<file path="config.mk">
export PLATFORM = sky130hd
export DESIGN_NAME = dcpIoHub
export DESIGN_NICKNAME = d
export VERILOG_FILES = /design/src/hw/dcpIoPkg.sv /design/src/hw/ioDecode.sv /design/src/hw/adcFrontEnd.sv /design/src/hw/deltaSigmaDac.sv /design/src/hw/indicatorDriver.sv /design/src/hw/dcpIoHub.sv
export SDC_FILE = /design/constraint.sdc
export NUM_CORES = 1
export LEC_CHECK = 0
export BUFFER_PORTS_ARGS = -buffer_cell sky130_fd_sc_hd__buf_2
export CAP_MARGIN = 20
export CORE_ASPECT_RATIO = 1.5
export CORE_UTILIZATION = 61
export DETAILED_ROUTE_END_ITERATION = 6
export PLACE_DENSITY = 0.85
export SLEW_MARGIN = 30
export SYNTH_ARGS = -nofsm -noshare
export SYNTH_HDL_FRONTEND = slang
export SYNTH_SLANG_ARGS = --single-unit
</file>
<file path="constraint.sdc">
create_clock -name mclk -period 6 [get_ports mclk]
set_clock_uncertainty 0.2 [all_clocks]
set_input_delay 0.9 -clock mclk [delete_from_list [all_inputs] [get_ports mclk]]
set_output_delay 0.9 -clock mclk [all_outputs]
set_load 0.005 [all_outputs]
</file>
<file path="src/hw/dcpIoPkg.sv">
package dcpIoPkg;

	// processor port space, 7 bits below address bit 7
	typedef enum logic [6:0]
	{
		afcLo    = 7'd120, // vcxo dac low nibble
		afcHi    = 7'd121, // vcxo dac upper 16 bits, loads the level
		adcPeak  = 7'd122, // adc peak and overflow, read clears
		redOff   = 7'd124,
		redOn    = 7'd125,
		greenOff = 7'd126,
		greenOn  = 7'd127
	} ioPort_e;

	// i/o bus
	localparam int ioAddrBits = 8; // bit 7 set is outside the decoded space
	localparam int ioDataBits = 16;

	// adc front end
	localparam int adcBits  = 14; // offset binary from the converter
	localparam int peakBits = 11; // magnitude of the upper 12 sample bits

	// vcxo trim dac
	localparam int afcDacBits = 20; // level and accumulator
	localparam int afcLoBits  = 4;  // low level bits, from data 15:12

	// frame-start test pin width in mclk cycles
	localparam int stretchCycles = 32;

	// anything without a source reads back as ones
	localparam logic [ioDataBits-1:0] unusedRead = '1;

endpackage

</file>
<file path="src/hw/ioDecode.sv">
`timescale 1ns/1ps

module ioDecode
(
	input  logic                              mclk,
	input  logic                              rst,
	input  logic [dcpIoPkg::ioAddrBits-1:0]  ioAddr,
	input  logic                              ioWr,
	input  logic                              ioRd,
	input  logic [dcpIoPkg::ioDataBits-1:0]  peakWord, // from the adc front end
	output logic [dcpIoPkg::ioDataBits-1:0]  ioDout,
	output logic                              afcLoWr,
	output logic                              afcHiWr,
	output logic                              peakRd,
	output logic [1:0]                        ledWr,    // bit 0 red, bit 1 green
	output logic                              ledOn
);

	logic       inSpace; // address bit 7 clear
	logic [6:0] port;
	logic [dcpIoPkg::ioAddrBits-1:0] rdSel; // registered read select

	assign inSpace = ~ioAddr[7];
	assign port    = ioAddr[6:0];

	// write strobes, one cycle wide while ioWr is up
	assign afcLoWr = ioWr && inSpace && (port == dcpIoPkg::afcLo);
	assign afcHiWr = ioWr && inSpace && (port == dcpIoPkg::afcHi);

	// led pairs share all but the low bit
	assign ledWr[0] = ioWr && inSpace &&
		((port == dcpIoPkg::redOff) || (port == dcpIoPkg::redOn));
	assign ledWr[1] = ioWr && inSpace &&
		((port == dcpIoPkg::greenOff) || (port == dcpIoPkg::greenOn));
	assign ledOn = ioAddr[0]; // odd port turns on

	// read of the peak port, clears peak and overflow downstream
	assign peakRd = ioRd && inSpace && (port == dcpIoPkg::adcPeak);

	// select captured every cycle, data returned the cycle after
	always_ff @(posedge mclk)
	begin
		if (rst)
			rdSel <= '1; // out of space, reads as unused
		else
			rdSel <= ioAddr;
	end

	// read multiplexer
	always_comb
	begin
		if (rdSel[7])
			ioDout = dcpIoPkg::unusedRead; // undecoded half
		else if (rdSel[6:0] == dcpIoPkg::adcPeak)
			ioDout = peakWord;
		else
			ioDout = dcpIoPkg::unusedRead;
	end

	// one peripheral written per bus cycle
	assert property (@(posedge mclk) disable iff (rst)
		$onehot0({afcLoWr, afcHiWr, ledWr}))
		else $error("ioDecode: more than one write strobe");

endmodule

</file>
<file path="src/hw/adcFrontEnd.sv">
`timescale 1ns/1ps

module adcFrontEnd
(
	input  logic                             mclk,
	input  logic                             rst,
	input  logic [dcpIoPkg::adcBits-1:0]    adc,      // offset binary
	input  logic                             adcOvf,   // converter overrange
	input  logic                             peakRd,   // port read, clears after
	output logic [dcpIoPkg::ioDataBits-1:0] peakWord
);

	logic [dcpIoPkg::adcBits-1:0]  adcReg;  // raw capture
	logic [dcpIoPkg::adcBits-1:0]  sample;  // two's complement
	logic [11:0]                    top;     // upper 12 bits of sample
	logic [11:0]                    negTop;
	logic [11:0]                    absVal;  // 0..2048
	logic [dcpIoPkg::peakBits-1:0] mag;     // clipped to 2047
	logic [dcpIoPkg::peakBits-1:0] peak;
	logic                           ovfFlag;

	// first stage, straight capture off the pins
	always_ff @(posedge mclk)
	begin
		adcReg <= adc;
	end

	// second stage, flip msb for two's complement
	always_ff @(posedge mclk)
	begin
		sample <= {~adcReg[dcpIoPkg::adcBits-1], adcReg[dcpIoPkg::adcBits-2:0]};
	end

	// magnitude of the 12 msbs
	assign top    = sample[dcpIoPkg::adcBits-1 -: 12];
	assign negTop = ~top + 12'd1;
	assign absVal = top[11] ? negTop : top;

	always_comb
	begin
		if (absVal[11])
			mag = '1; // only -2048 lands here
		else
			mag = absVal[dcpIoPkg::peakBits-1:0];
	end

	// third stage, running maximum
	always_ff @(posedge mclk)
	begin
		if (rst || peakRd)
			peak <= '0; // read restarts the measurement
		else if (mag > peak)
			peak <= mag;
	end

	// sticky overflow, cleared with the peak
	always_ff @(posedge mclk)
	begin
		if (rst || peakRd)
			ovfFlag <= 1'b0;
		else if (adcOvf)
			ovfFlag <= 1'b1;
	end

	assign peakWord = {ovfFlag, 4'b0000, peak}; // read port layout

	// full-scale negative sample must land as 2047 in the peak
	assert property (@(posedge mclk) disable iff (rst)
		(absVal > 12'd2047 && !peakRd) |=> (peak == 11'd2047))
		else $error("adcFrontEnd: peak not clipped at 2047");

endmodule

</file>
<file path="src/hw/deltaSigmaDac.sv">
`timescale 1ns/1ps

module deltaSigmaDac
(
	input  logic                             mclk,
	input  logic                             rst,
	input  logic [dcpIoPkg::ioDataBits-1:0] ioDin,
	input  logic                             afcLoWr, // port 120
	input  logic                             afcHiWr, // port 121
	output logic                             vcxo     // 1-bit trim output
);

	logic [dcpIoPkg::afcLoBits-1:0]  loNibble; // held until the high write
	logic [dcpIoPkg::afcDacBits-1:0] level;    // active dac level
	logic [dcpIoPkg::afcDacBits-1:0] acc;
	logic [dcpIoPkg::afcDacBits:0]   sum;      // carry in the msb

	// first write keeps data 15:12 only
	always_ff @(posedge mclk)
	begin
		if (rst)
			loNibble <= '0;
		else if (afcLoWr)
			loNibble <= ioDin[dcpIoPkg::ioDataBits-1 -: dcpIoPkg::afcLoBits];
	end

	// second write transfers all 20 bits at once
	always_ff @(posedge mclk)
	begin
		if (rst)
			level <= '0;
		else if (afcHiWr)
			level <= {ioDin, loNibble};
	end

	// first-order modulator
	assign sum = {1'b0, acc} + {1'b0, level};

	always_ff @(posedge mclk)
	begin
		if (rst)
		begin
			acc  <= '0;
			vcxo <= 1'b0;
		end
		else
		begin
			acc  <= sum[dcpIoPkg::afcDacBits-1:0]; // wrap, keep residue
			vcxo <= sum[dcpIoPkg::afcDacBits];     // overflow is the output bit
		end
	end

	// halves come on separate bus cycles
	assert property (@(posedge mclk) disable iff (rst)
		!(afcLoWr && afcHiWr))
		else $error("deltaSigmaDac: low and high writes together");

endmodule

</file>
<file path="src/hw/indicatorDriver.sv">
`timescale 1ns/1ps

module indicatorDriver
(
	input  logic       mclk,
	input  logic       rst,
	input  logic [1:0] ledWr,      // bit 0 red, bit 1 green
	input  logic       ledOn,      // value to write
	input  logic       frameStart, // single-cycle strobe
	output logic       redLed,
	output logic       greenLed,
	output logic       testPin     // stretched frameStart
);

	logic [$clog2(dcpIoPkg::stretchCycles + 1)-1:0] stretchCnt;

	// panel leds, off at power up
	always_ff @(posedge mclk)
	begin
		if (rst)
		begin
			redLed   <= 1'b0;
			greenLed <= 1'b0;
		end
		else
		begin
			if (ledWr[0])
				redLed <= ledOn;
			if (ledWr[1])
				greenLed <= ledOn;
		end
	end

	// down-counter, reloaded by every new strobe
	always_ff @(posedge mclk)
	begin
		if (rst)
			stretchCnt <= '0;
		else if (frameStart)
			stretchCnt <= ($bits(stretchCnt))'(dcpIoPkg::stretchCycles);
		else if (stretchCnt != '0)
			stretchCnt <= stretchCnt - 1'b1;
	end

	assign testPin = (stretchCnt != '0); // high while counting

	// full-width pulse after each strobe
	assert property (@(posedge mclk) disable iff (rst)
		frameStart |=> testPin [*dcpIoPkg::stretchCycles])
		else $error("indicatorDriver: test pulse cut short");

	// drops right after the count runs out unless restarted
	assert property (@(posedge mclk) disable iff (rst)
		(stretchCnt == 1 && !frameStart) |=> !testPin)
		else $error("indicatorDriver: test pulse too long");

endmodule

</file>
<file path="src/hw/dcpIoHub.sv">
`timescale 1ns/1ps

module dcpIoHub
(
	input  logic                             mclk,
	input  logic                             rst,
	input  logic [dcpIoPkg::ioAddrBits-1:0] ioAddr,
	input  logic [dcpIoPkg::ioDataBits-1:0] ioDin,      // processor write data
	input  logic                             ioWr,
	input  logic                             ioRd,
	input  logic [dcpIoPkg::adcBits-1:0]    adc,        // offset binary
	input  logic                             adcOvf,
	input  logic                             frameStart,
	output logic [dcpIoPkg::ioDataBits-1:0] ioDout,     // read-back data
	output logic                             vcxo,
	output logic                             redLed,
	output logic                             greenLed,
	output logic                             testPin
);

	logic                             afcLoWr;
	logic                             afcHiWr;
	logic                             peakRd;
	logic [1:0]                       ledWr;    // red, green
	logic                             ledOn;
	logic [dcpIoPkg::ioDataBits-1:0] peakWord; // overflow and peak to the mux

	// the only block that looks at addresses
	ioDecode i_ioDecode
	(
		.mclk     (mclk),
		.rst      (rst),
		.ioAddr   (ioAddr),
		.ioWr     (ioWr),
		.ioRd     (ioRd),
		.peakWord (peakWord),
		.ioDout   (ioDout),
		.afcLoWr  (afcLoWr),
		.afcHiWr  (afcHiWr),
		.peakRd   (peakRd),
		.ledWr    (ledWr),
		.ledOn    (ledOn)
	);

	adcFrontEnd i_adcFrontEnd
	(
		.mclk     (mclk),
		.rst      (rst),
		.adc      (adc),
		.adcOvf   (adcOvf),
		.peakRd   (peakRd),   // clears after the read
		.peakWord (peakWord)
	);

	// vcxo trim, two-write load
	deltaSigmaDac i_deltaSigmaDac
	(
		.mclk    (mclk),
		.rst     (rst),
		.ioDin   (ioDin),
		.afcLoWr (afcLoWr),
		.afcHiWr (afcHiWr),
		.vcxo    (vcxo)
	);

	indicatorDriver i_indicatorDriver
	(
		.mclk       (mclk),
		.rst        (rst),
		.ledWr      (ledWr),
		.ledOn      (ledOn),
		.frameStart (frameStart),
		.redLed     (redLed),
		.greenLed   (greenLed),
		.testPin    (testPin)
	);

endmodule

</file>
# After elaboration in Yosys (flattened, before gate mapping)
# Cells that the tools add are included.
# word_totals
register_bits,101
out_inout_bits,20
elab_cells,47
in_bits,44
# op_classes
n_reduce_logical,13
bitwise,3
addsub,3
mux,6
eq_ne,8
n_lt_le_gt_ge,1
# op_table
operator,n
7-bit equality test (second input constant),8
16-bit two-way mux,2
20-bit by 20-bit adder with 21-bit output,1
12-bit by 1-bit adder with 12-bit output (second input constant),1
12-bit two-way mux,1
6-bit two-way mux,2
12-bit inverter,1
11-bit > comparator,1
11-bit two-way mux,1
1-bit logical AND,7
6-bit nonzero test,1
6-bit by 1-bit subtractor with 6-bit output (second input constant),1
1-bit logical OR,3
1-bit inverter,2
2-bit nonzero test,1
2-bit OR reduction,1

# Longest topological paths before layout
# Gate-level depths: netlist (run 1).
# depth
word_depth,5
ltp_mapped,16
mapped_depth_nobuf,15

# Hierarchy
# Synthesis (run 1) repeated with hierarchy kept, for this count alone.
# hier_totals
hier_cells,512
hier_area_um2,4991.0
# by_module_without_submodules
module,instances,cells_per_inst,area_per_inst_um2,seq_area_each_um2
deltaSigmaDac,1,253,2336.0,900.9
adcFrontEnd,1,169,1710.4,720.7
ioDecode,1,50,545.5,160.2
indicatorDriver,1,40,399.1,160.2

# Worst setup path after synthesis (run 1)
# OpenSTA, ideal clock, no wires.
# synth_timing
path_kind,register to register
startpoint,register i_adcFrontEnd.sample[7] (netlist bit)
endpoint,register i_adcFrontEnd.peak[10] (netlist bit)
arrival_ps,3030
n_path_buf,1
required_time_ps,5672
period_less_slack_ps,3357
setup_time_ps,128
path_stages_with_launch,13
path_slack_ps,2643
path_cell_list,dfxtp_1 -> or4_4 -> or2_4 -> or4_1 -> a21oi_1 -> a21oi_1 -> ha_1 -> nand4_1 -> a31o_2 -> a21oi_1 -> buf_4 -> mux2i_1 -> nor2_1
# synth_via
elab_chain_cells,5
# synth_lines
element,line_no,source
from (decl),adcFrontEnd.sv:14,logic [dcpIoPkg::adcBits-1:0] sample;
from (signal assigned),adcFrontEnd.sv:31,"sample <= {~adcReg[dcpIoPkg::adcBits-1], adcReg[dcpIoPkg::adcBits-2:0]};"
12-bit inverter,adcFrontEnd.sv:36,assign negTop = ~top + 12'd1;
12-bit by 1-bit adder with 12-bit output,adcFrontEnd.sv:36,
12-bit two-way mux,adcFrontEnd.sv:37,assign absVal = top[11] ? negTop : top;
11-bit two-way mux,adcFrontEnd.sv:41,if (absVal[11])
"named net i_adcFrontEnd.mag, one bit",adcFrontEnd.sv:18,logic [dcpIoPkg::peakBits-1:0] mag;
11-bit > comparator,adcFrontEnd.sv:52,else if (mag > peak)
to (signal assigned),adcFrontEnd.sv:53,peak <= mag;
to (decl),adcFrontEnd.sv:19,logic [dcpIoPkg::peakBits-1:0] peak;
# The timed path passes the listed nets, and every way through them passes these cells.
# A chain may end at the register's enable or synchronous reset.

# Final worst setup path (run 1)
# layout_timing
startpoint,register i_adcFrontEnd.sample[7] (netlist bit)
endpoint,register i_adcFrontEnd.peak[7] (netlist bit)
# Same word-level chain as after synthesis.

==> flow_metrics.env, run 1 <==
export IMPL_drc=0
export IMPL_postCtsSetupBuffers=0
export IMPL_cp_slowest_cell="or4_4"
export IMPL_synth_ff_type="dfxtp_1"
export IMPL_final_setup_viol_count=0
export IMPL_wl_mm=8.656
export IMPL_synth_area_um2=4419
export IMPL_synth_warning_count=0
export IMPL_yosys_top_cells_area="dfxtp_1 (44%), ha_1 (9.3%), nand2_1 (7.0%), a21oi_1 (5.3%), nor2_1 (3.8%)"
export IMPL_drtPass1Iterations=4
export IMPL_ctsHoldBuffers=0
export IMPL_nets=645
export IMPL_coreArea_um2=6944
export IMPL_ir_drop_mv=0.1682
export IMPL_ioPinCount=64
export IMPL_cts_root_buf="clkbuf_8"
export IMPL_start_util=0.6364
export IMPL_std_cell_rows=37
export IMPL_power_density_nw_per_um2=258.9
export IMPL_final_cell_mix="dfxtp_1 (97), nand2_1 (82), buf_2 (60)"
export IMPL_synth_edf_count=0
export IMPL_timing_fmax_mhz=280.9
export IMPL_setup_slack_ns=2.440
export IMPL_grt_overflow=0
export IMPL_clk_latency_ns=0.35
export IMPL_routed_wire_length_per_instance_um=13.32
export IMPL_cts_path_max_buffers=2
export IMPL_slew_headroom=0.4419
export IMPL_grt_usage=0.2377
export IMPL_die_x_um=71.50
export IMPL_gp_congestion=0.8711
export IMPL_slowest_delay_ns=0.57
export IMPL_viasPerCell=5.675
export IMPL_cp_data_required_time_ns=6.03
export IMPL_fin_crit_sh=0.5934
export IMPL_critPathCaptureType="flop"
export IMPL_grt_max_degree=66
export IMPL_fill_cells=524
export IMPL_maxCapViolCount=0
export IMPL_stdcell_count=650
export IMPL_synth_top_area_cell="dfxtp_1"
export IMPL_async_reset_ff_frac=0
export IMPL_detail_route_antenna_nets=0
export IMPL_final_min_clock_period_ns=3.560
export IMPL_die_area_um2=7596
export IMPL_fin_setup_tns_ns=0
export IMPL_hp_class="reg2reg"
export IMPL_placed_cells=634
export IMPL_crit_type="reg2reg"
export IMPL_cp_common_cell="a21oi_1"
export IMPL_worst_pin_slew_ns=0.8347
export IMPL_cellLeakagePower_nw=2.183
export IMPL_cts_tree="built"
export IMPL_synth_ff_latch_count=97
export IMPL_grt_pass1_wl_mm=14.40
export IMPL_start_kind="flop"
export IMPL_critPathBufInv=1
export IMPL_finish_utilization=0.7141
export IMPL_final_hold_viol_count=0
export IMPL_ctsHtreeMaxLevel=3
export IMPL_status="complete, no violations"
export IMPL_placed_cell_area_um2=4756
export IMPL_drt_iter0_drc=143
export IMPL_synth_top_cell_area_share=0.4394
export IMPL_dp_slack_ns=2.465
export IMPL_final_common_cell="dfxtp_1"
export IMPL_area_growth_pct=12.20
export IMPL_cts_sinks=97
export IMPL_cts_clk_slew_worst_paths_ns=0.10
export IMPL_drive_gt1_frac=0.1731
export IMPL_dp_hpwl_mm=6.341
export IMPL_seq_area_frac_synth=0.4394
export IMPL_cts_made_buffers=9
export IMPL_final_area_um2=4959
export IMPL_rsz0062_at_grt="false"
export IMPL_postSynthCellCount=513
export IMPL_arrival_ns=3.59
export IMPL_fp_dieH_um=106.2
export IMPL_vias=3689
export IMPL_grt_pass1_vias=3620
export IMPL_crit_fanout=12
export IMPL_cp_top_family="simple AND/OR/NAND/NOR gates"
export IMPL_antennaDiodeCount=0
export IMPL_synth_avg_cell_area_um2=8.614
export IMPL_drv_slew=0
export IMPL_ctsResizeCount=0
export IMPL_antenna_found_initial=0
export IMPL_synthesis_nets=591
export IMPL_portBuffers=61
export IMPL_synth_cell_types=51
export IMPL_worstPathCellList="or4_4, or2_4, or4_1, a21oi_1, a21oi_1, ha_1, a21o_1, a21o_1, a21oi_1, a21oi_1, buf_4, mux2i_1, nor2_1"
final timing paths:
check                                                      from                                  to  slack, ns  cells past startpoint
worst max-delay path            i_adcFrontEnd.sample[7]$_DFF_P_  i_adcFrontEnd.peak[7]$_SDFFE_PP0N_       2.44                     13
worst max register to register  i_adcFrontEnd.sample[7]$_DFF_P_  i_adcFrontEnd.peak[7]$_SDFFE_PP0N_       2.44                     13
worst min register to register  i_adcFrontEnd.adcReg[7]$_DFF_P_     i_adcFrontEnd.sample[7]$_DFF_P_       0.13                      0
worst min-delay path            i_adcFrontEnd.adcReg[7]$_DFF_P_     i_adcFrontEnd.sample[7]$_DFF_P_       0.13                      0
sequential cells by signal, indices dropped and copies added (netlist names):
| name | flops |
|---|---|
| i_deltaSigmaDac.acc | 20 |
| i_deltaSigmaDac.level | 20 |
| i_adcFrontEnd.adcReg | 12 |
| i_adcFrontEnd.sample | 12 |
| i_adcFrontEnd.peak | 11 |
| i_ioDecode.rdSel | 8 |
| i_indicatorDriver.stretchCnt | 6 |
| i_deltaSigmaDac.loNibble | 4 |
| i_adcFrontEnd.ovfFlag | 1 |
| i_deltaSigmaDac.vcxo | 1 |
| i_indicatorDriver.greenLed | 1 |
| i_indicatorDriver.redLed | 1 |
final cells by class:
| type | instances | area, um2 | area share |
|---|---|---|---|
| Sequential cell | 97 | 1942 | 0.3916 |
| Clock inverter | 6 | 65.06 | 0.01312 |
| Inverter | 26 | 97.59 | 0.01968 |
| Multi-Input combinational cell | 370 | 2296 | 0.4630 |
| Clock buffer | 10 | 137.6 | 0.02776 |
| Timing Repair Buffer | 63 | 322.8 | 0.06510 |
| Tap cell | 78 | 97.59 | 0.01968 |
Yosys cell counts (5+ instances only):
cell	number
o21ai_0	25
nor2b_1	11
nand3_1	10
nand4_1	6
ha_1	33
or3_1	8
mux2_2	5
dfxtp_1	97
or2_2	9
mux2i_1	12
inv_1	26
a21o_1	9
a21oi_1	47
xnor2_1	7
nand2_1	82
clkbuf_1	14
nor2_1	45
nor3_1	11
a31oi_1	6
metal layers:
layer  GRT usage  wire [um]  part of all wire  vias to the layer above
met5           0          0                 0                        -
met4      0.1373        168             0.019                        0
met3     0.03602        271             0.031                       16
met2      0.4578       4815              0.56                       86
met1      0.2334       3401              0.39                     1724
li1            -          -                 -                     1863
through the flow:
step	hold WS [ns]	power (mW)
finish	0.1267	1.284
global route	0.1389	1.343
CTS	0.1328	1.293
detailed placement	0.1121	0.8689
global placement	0.1106	0.8579
floorplan	0.1096	0.8214
cell families (layout without fill, tap and decap cells):
kind of cell             after synthesis  after routing  synth area share
flip-flops                            97             97            0.4394
adder cells (fa/ha/maj)               34             34           0.09796
AO/OA/AOI/OAI                        109            109            0.1444
multiplexers                          17             17           0.03992
buffers and inverters                 46            105           0.04247
XOR/XNOR                              11             11           0.02180
AND/OR/NAND/NOR                      199            199            0.2141
worst reg2reg max path, stage by stage, from the launching register on:
cell	delay [ns]
dfxtp_1	0.35
or4_4	0.57
or2_4	0.26
or4_1	0.40
a21oi_1	0.15
a21oi_1	0.07
ha_1	0.30
a21o_1	0.18
a21o_1	0.16
a21oi_1	0.22
a21oi_1	0.10
buf_4	0.21
mux2i_1	0.19
nor2_1	0.06
report_power, final:
part           internal [mW]  leakage (nW)  switching (mW)
combinational         0.0726          1.28          0.0878
sequential             0.674         0.797          0.0194
clock                  0.206         0.103           0.224
total                  0.952          2.18           0.331
No activity file was read; power rests on OpenSTA's default activity.
==> inputs of run 2 (changes only) <==
Settings changed: CORE_UTILIZATION 61 to 57, PLACE_DENSITY 0.85 to 0.81.
Clock period 6 ns to 3.4 ns, I/O delays scaled along.
==> run 2 against run 1 <==
  * The run now ends with negative setup slack left
  * Sequential power up 77%
  * Wire length up 9.2%
  * Global-route usage increased by 0.49 points
  * Maximum frequency rose by 2.5%
  * Non-clock buffer count grew 15
  * Combinational power rose by 99%
  * Critical path depth unchanged
  * First-iteration DRC count grew 37%
  * Final cell count is 6.0% higher
  * Cell area up 6.5%
  * Via count up 2.6%
  * Clock power grew to 2.7 times the previous value
==> flow_metrics.env, run 2 (same netlist as run 1, synthesis figures left out) <==
export IMPL_ff2ff_path_depth=13
export IMPL_gp_congestion=0.8326
export IMPL_crit_type="reg2reg"
export IMPL_reg_largest_list="i_deltaSigmaDac.acc (20), i_deltaSigmaDac.level (20)"
export IMPL_fill_cells=597
export IMPL_holdPathEnd="i_adcFrontEnd.adcReg[13]$_DFF_P_"
export IMPL_cts_path_max_buffers=2
export IMPL_stdcell_count=689
export IMPL_placed_cell_area_um2=4851
export IMPL_reg2reg_setup_slack_ns=-0.08
export IMPL_area_growth_pct=19.54
export IMPL_timing_fmax_mhz=287.8
export IMPL_start_kind="flop"
export IMPL_drv_slew=0
export IMPL_p_sw_frac=0.2308
export IMPL_final_cell_mix="dfxtp_1 (96), nand2_1 (82), buf_2 (61)"
export IMPL_finish_utilization=0.6984
export IMPL_grt_usage=0.2426
export IMPL_p_clk_frac=0.427
export IMPL_ir_drop_mv=0.4123
export IMPL_portBuffers=61
export IMPL_wl_mm=9.453
export IMPL_power_density_nw_per_um2=510.4
export IMPL_crit_fanout=8
export IMPL_nets=660
export IMPL_reg2reg_from="i_adcFrontEnd.sample[7]$_DFF_P_"
export IMPL_antennaDiodeCount=0
export IMPL_p_switching_mw=0.6224
export IMPL_cts_made_buffers=9
export IMPL_final_area_um2=5283
export IMPL_p_int_mw=2.074
export IMPL_placed_cells=667
export IMPL_power_mw=2.696
export IMPL_detail_route_antenna_nets=0
export IMPL_pwr_share_seq=0.455
export IMPL_grt_pass1_vias=3522
export IMPL_fin_setup_tns_ns=-0.3422
export IMPL_hold_start="adc[13]"
export IMPL_whs_ns=0.06651
export IMPL_pwr_share_comb=0.118
export IMPL_cts_clk_slew_worst_paths_ns=0.06
export IMPL_arrival_ns=3.49
export IMPL_die_area_um2=8117
export IMPL_fp_dieH_um=109.8
export IMPL_ctsHtreeMaxLevel=3
export IMPL_rsz0062_at_grt="true"
export IMPL_final_hold_viol_count=0
export IMPL_grt_overflow=0
export IMPL_maxCapViolCount=0
export IMPL_hold_path_cell_count=1
export IMPL_cts_sinks=97
export IMPL_start_util=0.5843
export IMPL_dp_hpwl_mm=6.720
export IMPL_clk_latency_ns=0.34
export IMPL_setup_slack_ns=-0.07521
export IMPL_final_setup_viol_count=10
export IMPL_final_common_cell="dfxtp_1"
export IMPL_drtPass1Iterations=5
export IMPL_critPathCaptureType="flop"
export IMPL_coreArea_um2=7564
export IMPL_cts_root_buf="clkbuf_16"
export IMPL_die_x_um=73.90
export IMPL_routed_wire_length_per_instance_um=13.72
export IMPL_drt_iter0_drc=196
export IMPL_cts_tree="built"
export IMPL_dp_slack_ns=-0.08731
export IMPL_antenna_found_initial=0
export IMPL_cellLeakagePower_nw=2.324
export IMPL_ioPinCount=64
export IMPL_drc=0
export IMPL_worst_pin_slew_ns=0.7214
export IMPL_vias=3786
export IMPL_cp_data_required_time_ns=3.42
export IMPL_std_cell_rows=39
export IMPL_final_min_clock_period_ns=3.475
export IMPL_viasPerCell=5.495
export IMPL_violations="negative setup slack"
export IMPL_slew_headroom=0.5173
export IMPL_r2r_end="i_adcFrontEnd.peak[9]$_SDFFE_PP0N_"
export IMPL_hp_class="in2reg"
export IMPL_fin_crit_sh=1.022
export IMPL_status="finished, violations left"
export IMPL_grt_pass1_wl_mm=15.00
export IMPL_grt_max_degree=41
export IMPL_drive_gt1_frac=0.2095
run 2: changes by cell type in the layout (fill, tap and decap cells not counted), sizes merged:
cell    previous run  this run
inv               28        26
clkbuf            10        11
clkinv             2         1
buf               63        78
bufinv             1         3
run 2: final cells by class:
type	instances	area, um2	share of cell area
well taps	102	127.6	0.02416
inverters	26	97.59	0.01847
flip-flops and latches	97	1943	0.3678
clock inverters	5	102.6	0.01942
repair buffers	78	436.7	0.08266
multi-input cells	370	2332	0.4415
clock buffers	11	242.7	0.04595
run 2: power groups by stage:
stage | logic, mW | clock network (mW) | registers, mW
floorplan | 0.210 | 0 | 1.24
global placement | 0.280 | 0 | 1.24
detailed placement | 0.297 | 0 | 1.25
CTS | 0.312 | 1.17 | 1.22
global route | 0.356 | 1.21 | 1.23
finish | 0.318 | 1.15 | 1.23
run 2: routing by layer:
metal | track usage | share of wire
met1 | 0.2405 | 0.39
met2 | 0.4594 | 0.54
met3 | 0.04308 | 0.032
met4 | 0.1401 | 0.040
met5 | 0 | 0
run 2: how the worst max path moves through the flow:
| stage | from | to | depth (start not counted) |
|---|---|---|---|
| after floorplan | i_adcFrontEnd.sample[7]$_DFF_P_ | i_adcFrontEnd.peak[10]$_SDFFE_PP0N_ | 12 |
| after global placement | i_adcFrontEnd.sample[7]$_DFF_P_ | i_adcFrontEnd.peak[10]$_SDFFE_PP0N_ | 13 |
| after detailed placement | i_adcFrontEnd.sample[7]$_DFF_P_ | i_adcFrontEnd.peak[9]$_SDFFE_PP0N_ | 13 |
| after CTS | i_adcFrontEnd.sample[5]$_DFF_P_ | i_adcFrontEnd.peak[9]$_SDFFE_PP0N_ | 12 |
| after global routing | i_adcFrontEnd.sample[7]$_DFF_P_ | i_adcFrontEnd.peak[9]$_SDFFE_PP0N_ | 13 |
| final | i_adcFrontEnd.sample[7]$_DFF_P_ | i_adcFrontEnd.peak[9]$_SDFFE_PP0N_ | 13 |
run 2: what timing repair did:
action                                  in CTS  in global routing
gates resized for setup                      6                 12
endpoints found under the setup margin      11                 13
hold buffers                                 0                  0
setup buffers                                1                  5
endpoints found under the hold margin        0                  0
pin swaps                                    6                 10
run 2: critical path: stages, from the launching register on:
cell and delay (ns):
dfxtp_2 0.32, or4_4 0.54, or2_4 0.25, buf_4 0.14
o21ai_1 0.26, o21ai_2 0.14, ha_1 0.31, nand4_1 0.13
o21bai_1 0.19, a31o_2 0.25, a21oi_2 0.16, buf_6 0.18
mux2i_1 0.23, nor2_1 0.05
==> inputs of run 3 (changes only) <==
--- a/config.mk
+++ b/config.mk
@@ -6,8 +6,9 @@
 export NUM_CORES = 1
 export LEC_CHECK = 0
+export ABC_AREA = 1
 export BUFFER_PORTS_ARGS = -buffer_cell sky130_fd_sc_hd__buf_2
 export CAP_MARGIN = 20
 export CORE_ASPECT_RATIO = 1.5
-export CORE_UTILIZATION = 57
+export CORE_UTILIZATION = 58
 export DETAILED_ROUTE_END_ITERATION = 6
 export PLACE_DENSITY = 0.81
--- a/constraint.sdc
+++ b/constraint.sdc
@@ -3,3 +3,3 @@
 set_input_delay 0.51 -clock mclk [delete_from_list [all_inputs] [get_ports mclk]]
 set_output_delay 0.51 -clock mclk [all_outputs]
-set_load 0.005 [all_outputs]
+set_load 0.01 [all_outputs]
==> run 3 against run 2 <==
  * The flow now finishes without violations
  * Sequential share of layout area decreased by 1.3 points
  * Count of clock-buffer cells in the layout is 1 lower
  * Non-clock buffer count decreased by 14
  * Critical path type unchanged
  * Critical endpoint is now i_adcFrontEnd.peak[2]$_SDFFE_PP0N_
  * Largest cell class unchanged
  * Largest power group unchanged
  * Highest routed layer unchanged
==> flow_metrics.env, run 3 <==
export IMPL_status="complete, no violations"
export IMPL_postSynthCellCount=678
export IMPL_cts_root_buf="clkbuf_16"
export IMPL_final_hold_viol_count=0
export IMPL_wl_mm=10.50
export IMPL_r2r_end="i_adcFrontEnd.peak[2]$_SDFFE_PP0N_"
export IMPL_drtPass1Iterations=4
export IMPL_synthTopCellsByCount="nand2_1 (155), nor2_1 (103), dfxtp_1 (97), inv_1 (90), a21oi_1 (52)"
export IMPL_maxCapViolCount=0
export IMPL_hp_class="in2reg"
export IMPL_synth_ff_type="dfxtp_1"
export IMPL_placed_cells=831
export IMPL_synth_warning_count=0
export IMPL_area_growth_pct=14.02
export IMPL_synth_xor_area_frac=0.009136
export IMPL_reg2reg_setup_slack_ns=0.43
export IMPL_hold_start="adc[12]"
export IMPL_die_x_um=76.23
export IMPL_std_cell_rows=40
export IMPL_ctsHtreeMaxLevel=3
export IMPL_fin_setup_tns_ns=0
export IMPL_start_kind="flop"
export IMPL_drt_iter0_drc=156
export IMPL_async_reset_ff_frac=0
export IMPL_cp_slowest_cell="dfxtp_1"
export IMPL_critPathCaptureType="flop"
export IMPL_grt_overflow=0
export IMPL_coreArea_um2=8008
export IMPL_cp_common_cell="nand2_1"
export IMPL_crit_fanout=15
export IMPL_final_cell_mix="nand2_1 (155), nor2_1 (103), dfxtp_1 (97)"
export IMPL_synth_top_family_by_area="simple AND/OR/NAND/NOR gates"
export IMPL_clk_latency_ns=0.34
export IMPL_reg_largest_list="i_deltaSigmaDac.acc (20), i_deltaSigmaDac.level (20)"
export IMPL_cts_path_max_buffers=2
export IMPL_synth_compound_area_frac=0.1196
export IMPL_synth_top_cell_area_share=0.4051
export IMPL_fp_dieH_um=113.3
export IMPL_start_util=0.5986
export IMPL_die_area_um2=8639
export IMPL_finish_utilization=0.6825
export IMPL_final_common_cell="nand2_1"
export IMPL_synth_most_common_cell="nand2_1"
export IMPL_arrival_ns=3.01
export IMPL_drive_gt1_frac=0.1377
export IMPL_nets=815
export IMPL_ctsHoldBuffers=0
export IMPL_cts_made_buffers=9
export IMPL_critPathBufInv=2
export IMPL_timing_fmax_mhz=336.2
export IMPL_grt_pass1_wl_mm=17.81
export IMPL_setup_slack_ns=0.4257
export IMPL_cp_top_family="simple AND/OR/NAND/NOR gates"
export IMPL_grt_max_degree=48
export IMPL_portBuffers=61
export IMPL_reg2reg_from="i_adcFrontEnd.sample[13]$_DFF_P_"
export IMPL_final_setup_viol_count=0
export IMPL_postCtsSetupBuffers=0
export IMPL_synth_avg_cell_area_um2=7.070
export IMPL_grt_usage=0.2589
export IMPL_grt_pass1_vias=4233
export IMPL_synth_edf_count=0
export IMPL_drc=0
export IMPL_cts_clk_slew_worst_paths_ns=0.07
export IMPL_worstPathCellList="nand2_1, nor3_2, nand3_4, nand3_1, ha_1, nand2_1, inv_1, nand2_1, nor2_1, nand2_1, nand3_1, nand2_2, inv_1, nor2_1, nor2_1"
export IMPL_synth_area_um2=4793
export IMPL_yosys_top_cells_area="dfxtp_1 (41%), nand2_1 (12%), ha_1 (8.6%), nor2_1 (8.1%), inv_1 (7.0%)"
export IMPL_crit_type="reg2reg"
export IMPL_dp_slack_ns=0.4704
export IMPL_worst_pin_slew_ns=0.5989
export IMPL_rsz0062_at_grt="false"
export IMPL_cts_sinks=97
export IMPL_hold_path_cell_count=1
export IMPL_antennaDiodeCount=0
export IMPL_synth_cell_types=35
export IMPL_slowest_delay_ns=0.60
export IMPL_vias=4389
export IMPL_slew_headroom=0.6007
export IMPL_cts_tree="built"
export IMPL_synthesis_nets=756
export IMPL_routed_wire_length_per_instance_um=12.41
export IMPL_ioPinCount=64
export IMPL_cp_data_required_time_ns=3.44
export IMPL_power_density_nw_per_um2=493.9
export IMPL_fin_crit_sh=0.8748
export IMPL_synth_simple_area_share=0.2840
export IMPL_holdPathEnd="i_adcFrontEnd.adcReg[12]$_DFF_P_"
export IMPL_detail_route_antenna_nets=0
export IMPL_gp_congestion=0.9039
export IMPL_dp_hpwl_mm=7.965
export IMPL_cellLeakagePower_nw=2.775
export IMPL_final_min_clock_period_ns=2.974
export IMPL_synth_fa_ha_area_frac=0.09032
export IMPL_viasPerCell=5.188
export IMPL_ir_drop_mv=0.3347
export IMPL_synth_top_area_cell="dfxtp_1"
export IMPL_synth_ff_latch_count=97
export IMPL_drv_slew=0
export IMPL_antenna_found_initial=0
export IMPL_synth_mux_area_frac=0
export IMPL_power_mw=2.699
export IMPL_seq_area_frac_synth=0.4051
export IMPL_ff2ff_path_depth=15
export IMPL_ctsResizeCount=0
export IMPL_stdcell_count=846
run 3: cell types whose count changed after synthesis, moves of 6 or more:
cell and delta:
clkbuf_1 -7, o21ai_0 +18, nor3_1 -7, inv_1 +64, mux2i_1 -12, xnor2_1 -6, or3_1 -8, a21o_1 -8
nand3_1 +23, nor2_1 +58, nand2_1 +73, nor2b_1 -11
run 3: final cells by class:
| class | instances | area, um2 |
|---|---|---|
| Clock buffer | 10 | 229.0 |
| Clock inverter | 5 | 63.81 |
| Fill cell | 682 | 2542 |
| Inverter | 94 | 352.8 |
| Multi-Input combinational cell | 471 | 2419 |
| Sequential cell | 97 | 1942 |
| Tap cell | 105 | 131.4 |
| Timing Repair Buffer | 64 | 327.8 |
run 3: cells by family after synthesis:
logic type	count (synthesis)
buffers and inverters	110
xor gates and xnor gates	5
and+or+nand+nor	322
adders and majority gates	34
AOI/OAI and AO/OA	110
DFF	97
run 3: worst max path at each step:
stage | end | cells past startpoint | startpoint
3_3_place_gp | i_adcFrontEnd.peak[10]$_SDFFE_PP0N_ | 15 | i_adcFrontEnd.sample[13]$_DFF_P_
6_report | i_adcFrontEnd.peak[2]$_SDFFE_PP0N_ | 15 | i_adcFrontEnd.sample[13]$_DFF_P_
2_1_floorplan | i_adcFrontEnd.peak[7]$_SDFFE_PP0N_ | 17 | i_adcFrontEnd.sample[2]$_DFF_P_
4_1_cts | i_adcFrontEnd.peak[2]$_SDFFE_PP0N_ | 15 | i_adcFrontEnd.sample[13]$_DFF_P_
3_5_place_dp | i_adcFrontEnd.peak[2]$_SDFFE_PP0N_ | 15 | i_adcFrontEnd.sample[13]$_DFF_P_
5_1_grt | i_adcFrontEnd.peak[0]$_SDFFE_PP0N_ | 15 | i_adcFrontEnd.sample[13]$_DFF_P_
run 3: worst register-to-register path: stages, from the launching register on:
cell	delay [ns]
dfxtp_1	0.60
nand2_1	0.17
nor3_2	0.23
nand3_4	0.18
nand3_1	0.18
ha_1	0.26
nand2_1	0.10
inv_1	0.05
nand2_1	0.07
nor2_1	0.06
nand2_1	0.06
nand3_1	0.08
nand2_2	0.23
inv_1	0.21
nor2_1	0.14
nor2_1	0.06
run 3: power breakdown:
group          switching (mW)  total [mW]  leakage, nW  internal [mW]
clock network           0.436        1.01        0.140          0.573
registers              0.0404        1.26        0.797           1.22
logic                   0.270       0.435         1.84          0.165
total                   0.746        2.70         2.77           1.95
run 3: routing by layer:
| metal | vias up | global-route usage | part of all wire |
|---|---|---|---|
| met5 | - | 0 | 0 |
| met4 | 0 | 0.1500 | 0.039 |
| met3 | 33 | 0.05000 | 0.034 |
| met2 | 102 | 0.5003 | 0.54 |
| met1 | 1979 | 0.2519 | 0.38 |
| li1 | 2275 | - | - |
run 3: metrics by stage:
stage / cell area [um2] / hold WS [ns]
after floorplan: 4793 / 0.1096
after global placement: 5165 / 0.1160
after detailed placement: 5172 / 0.1121
after CTS: 5465 / 0.05718
after global routing: 5465 / 0.05207
final: 5465 / 0.06377
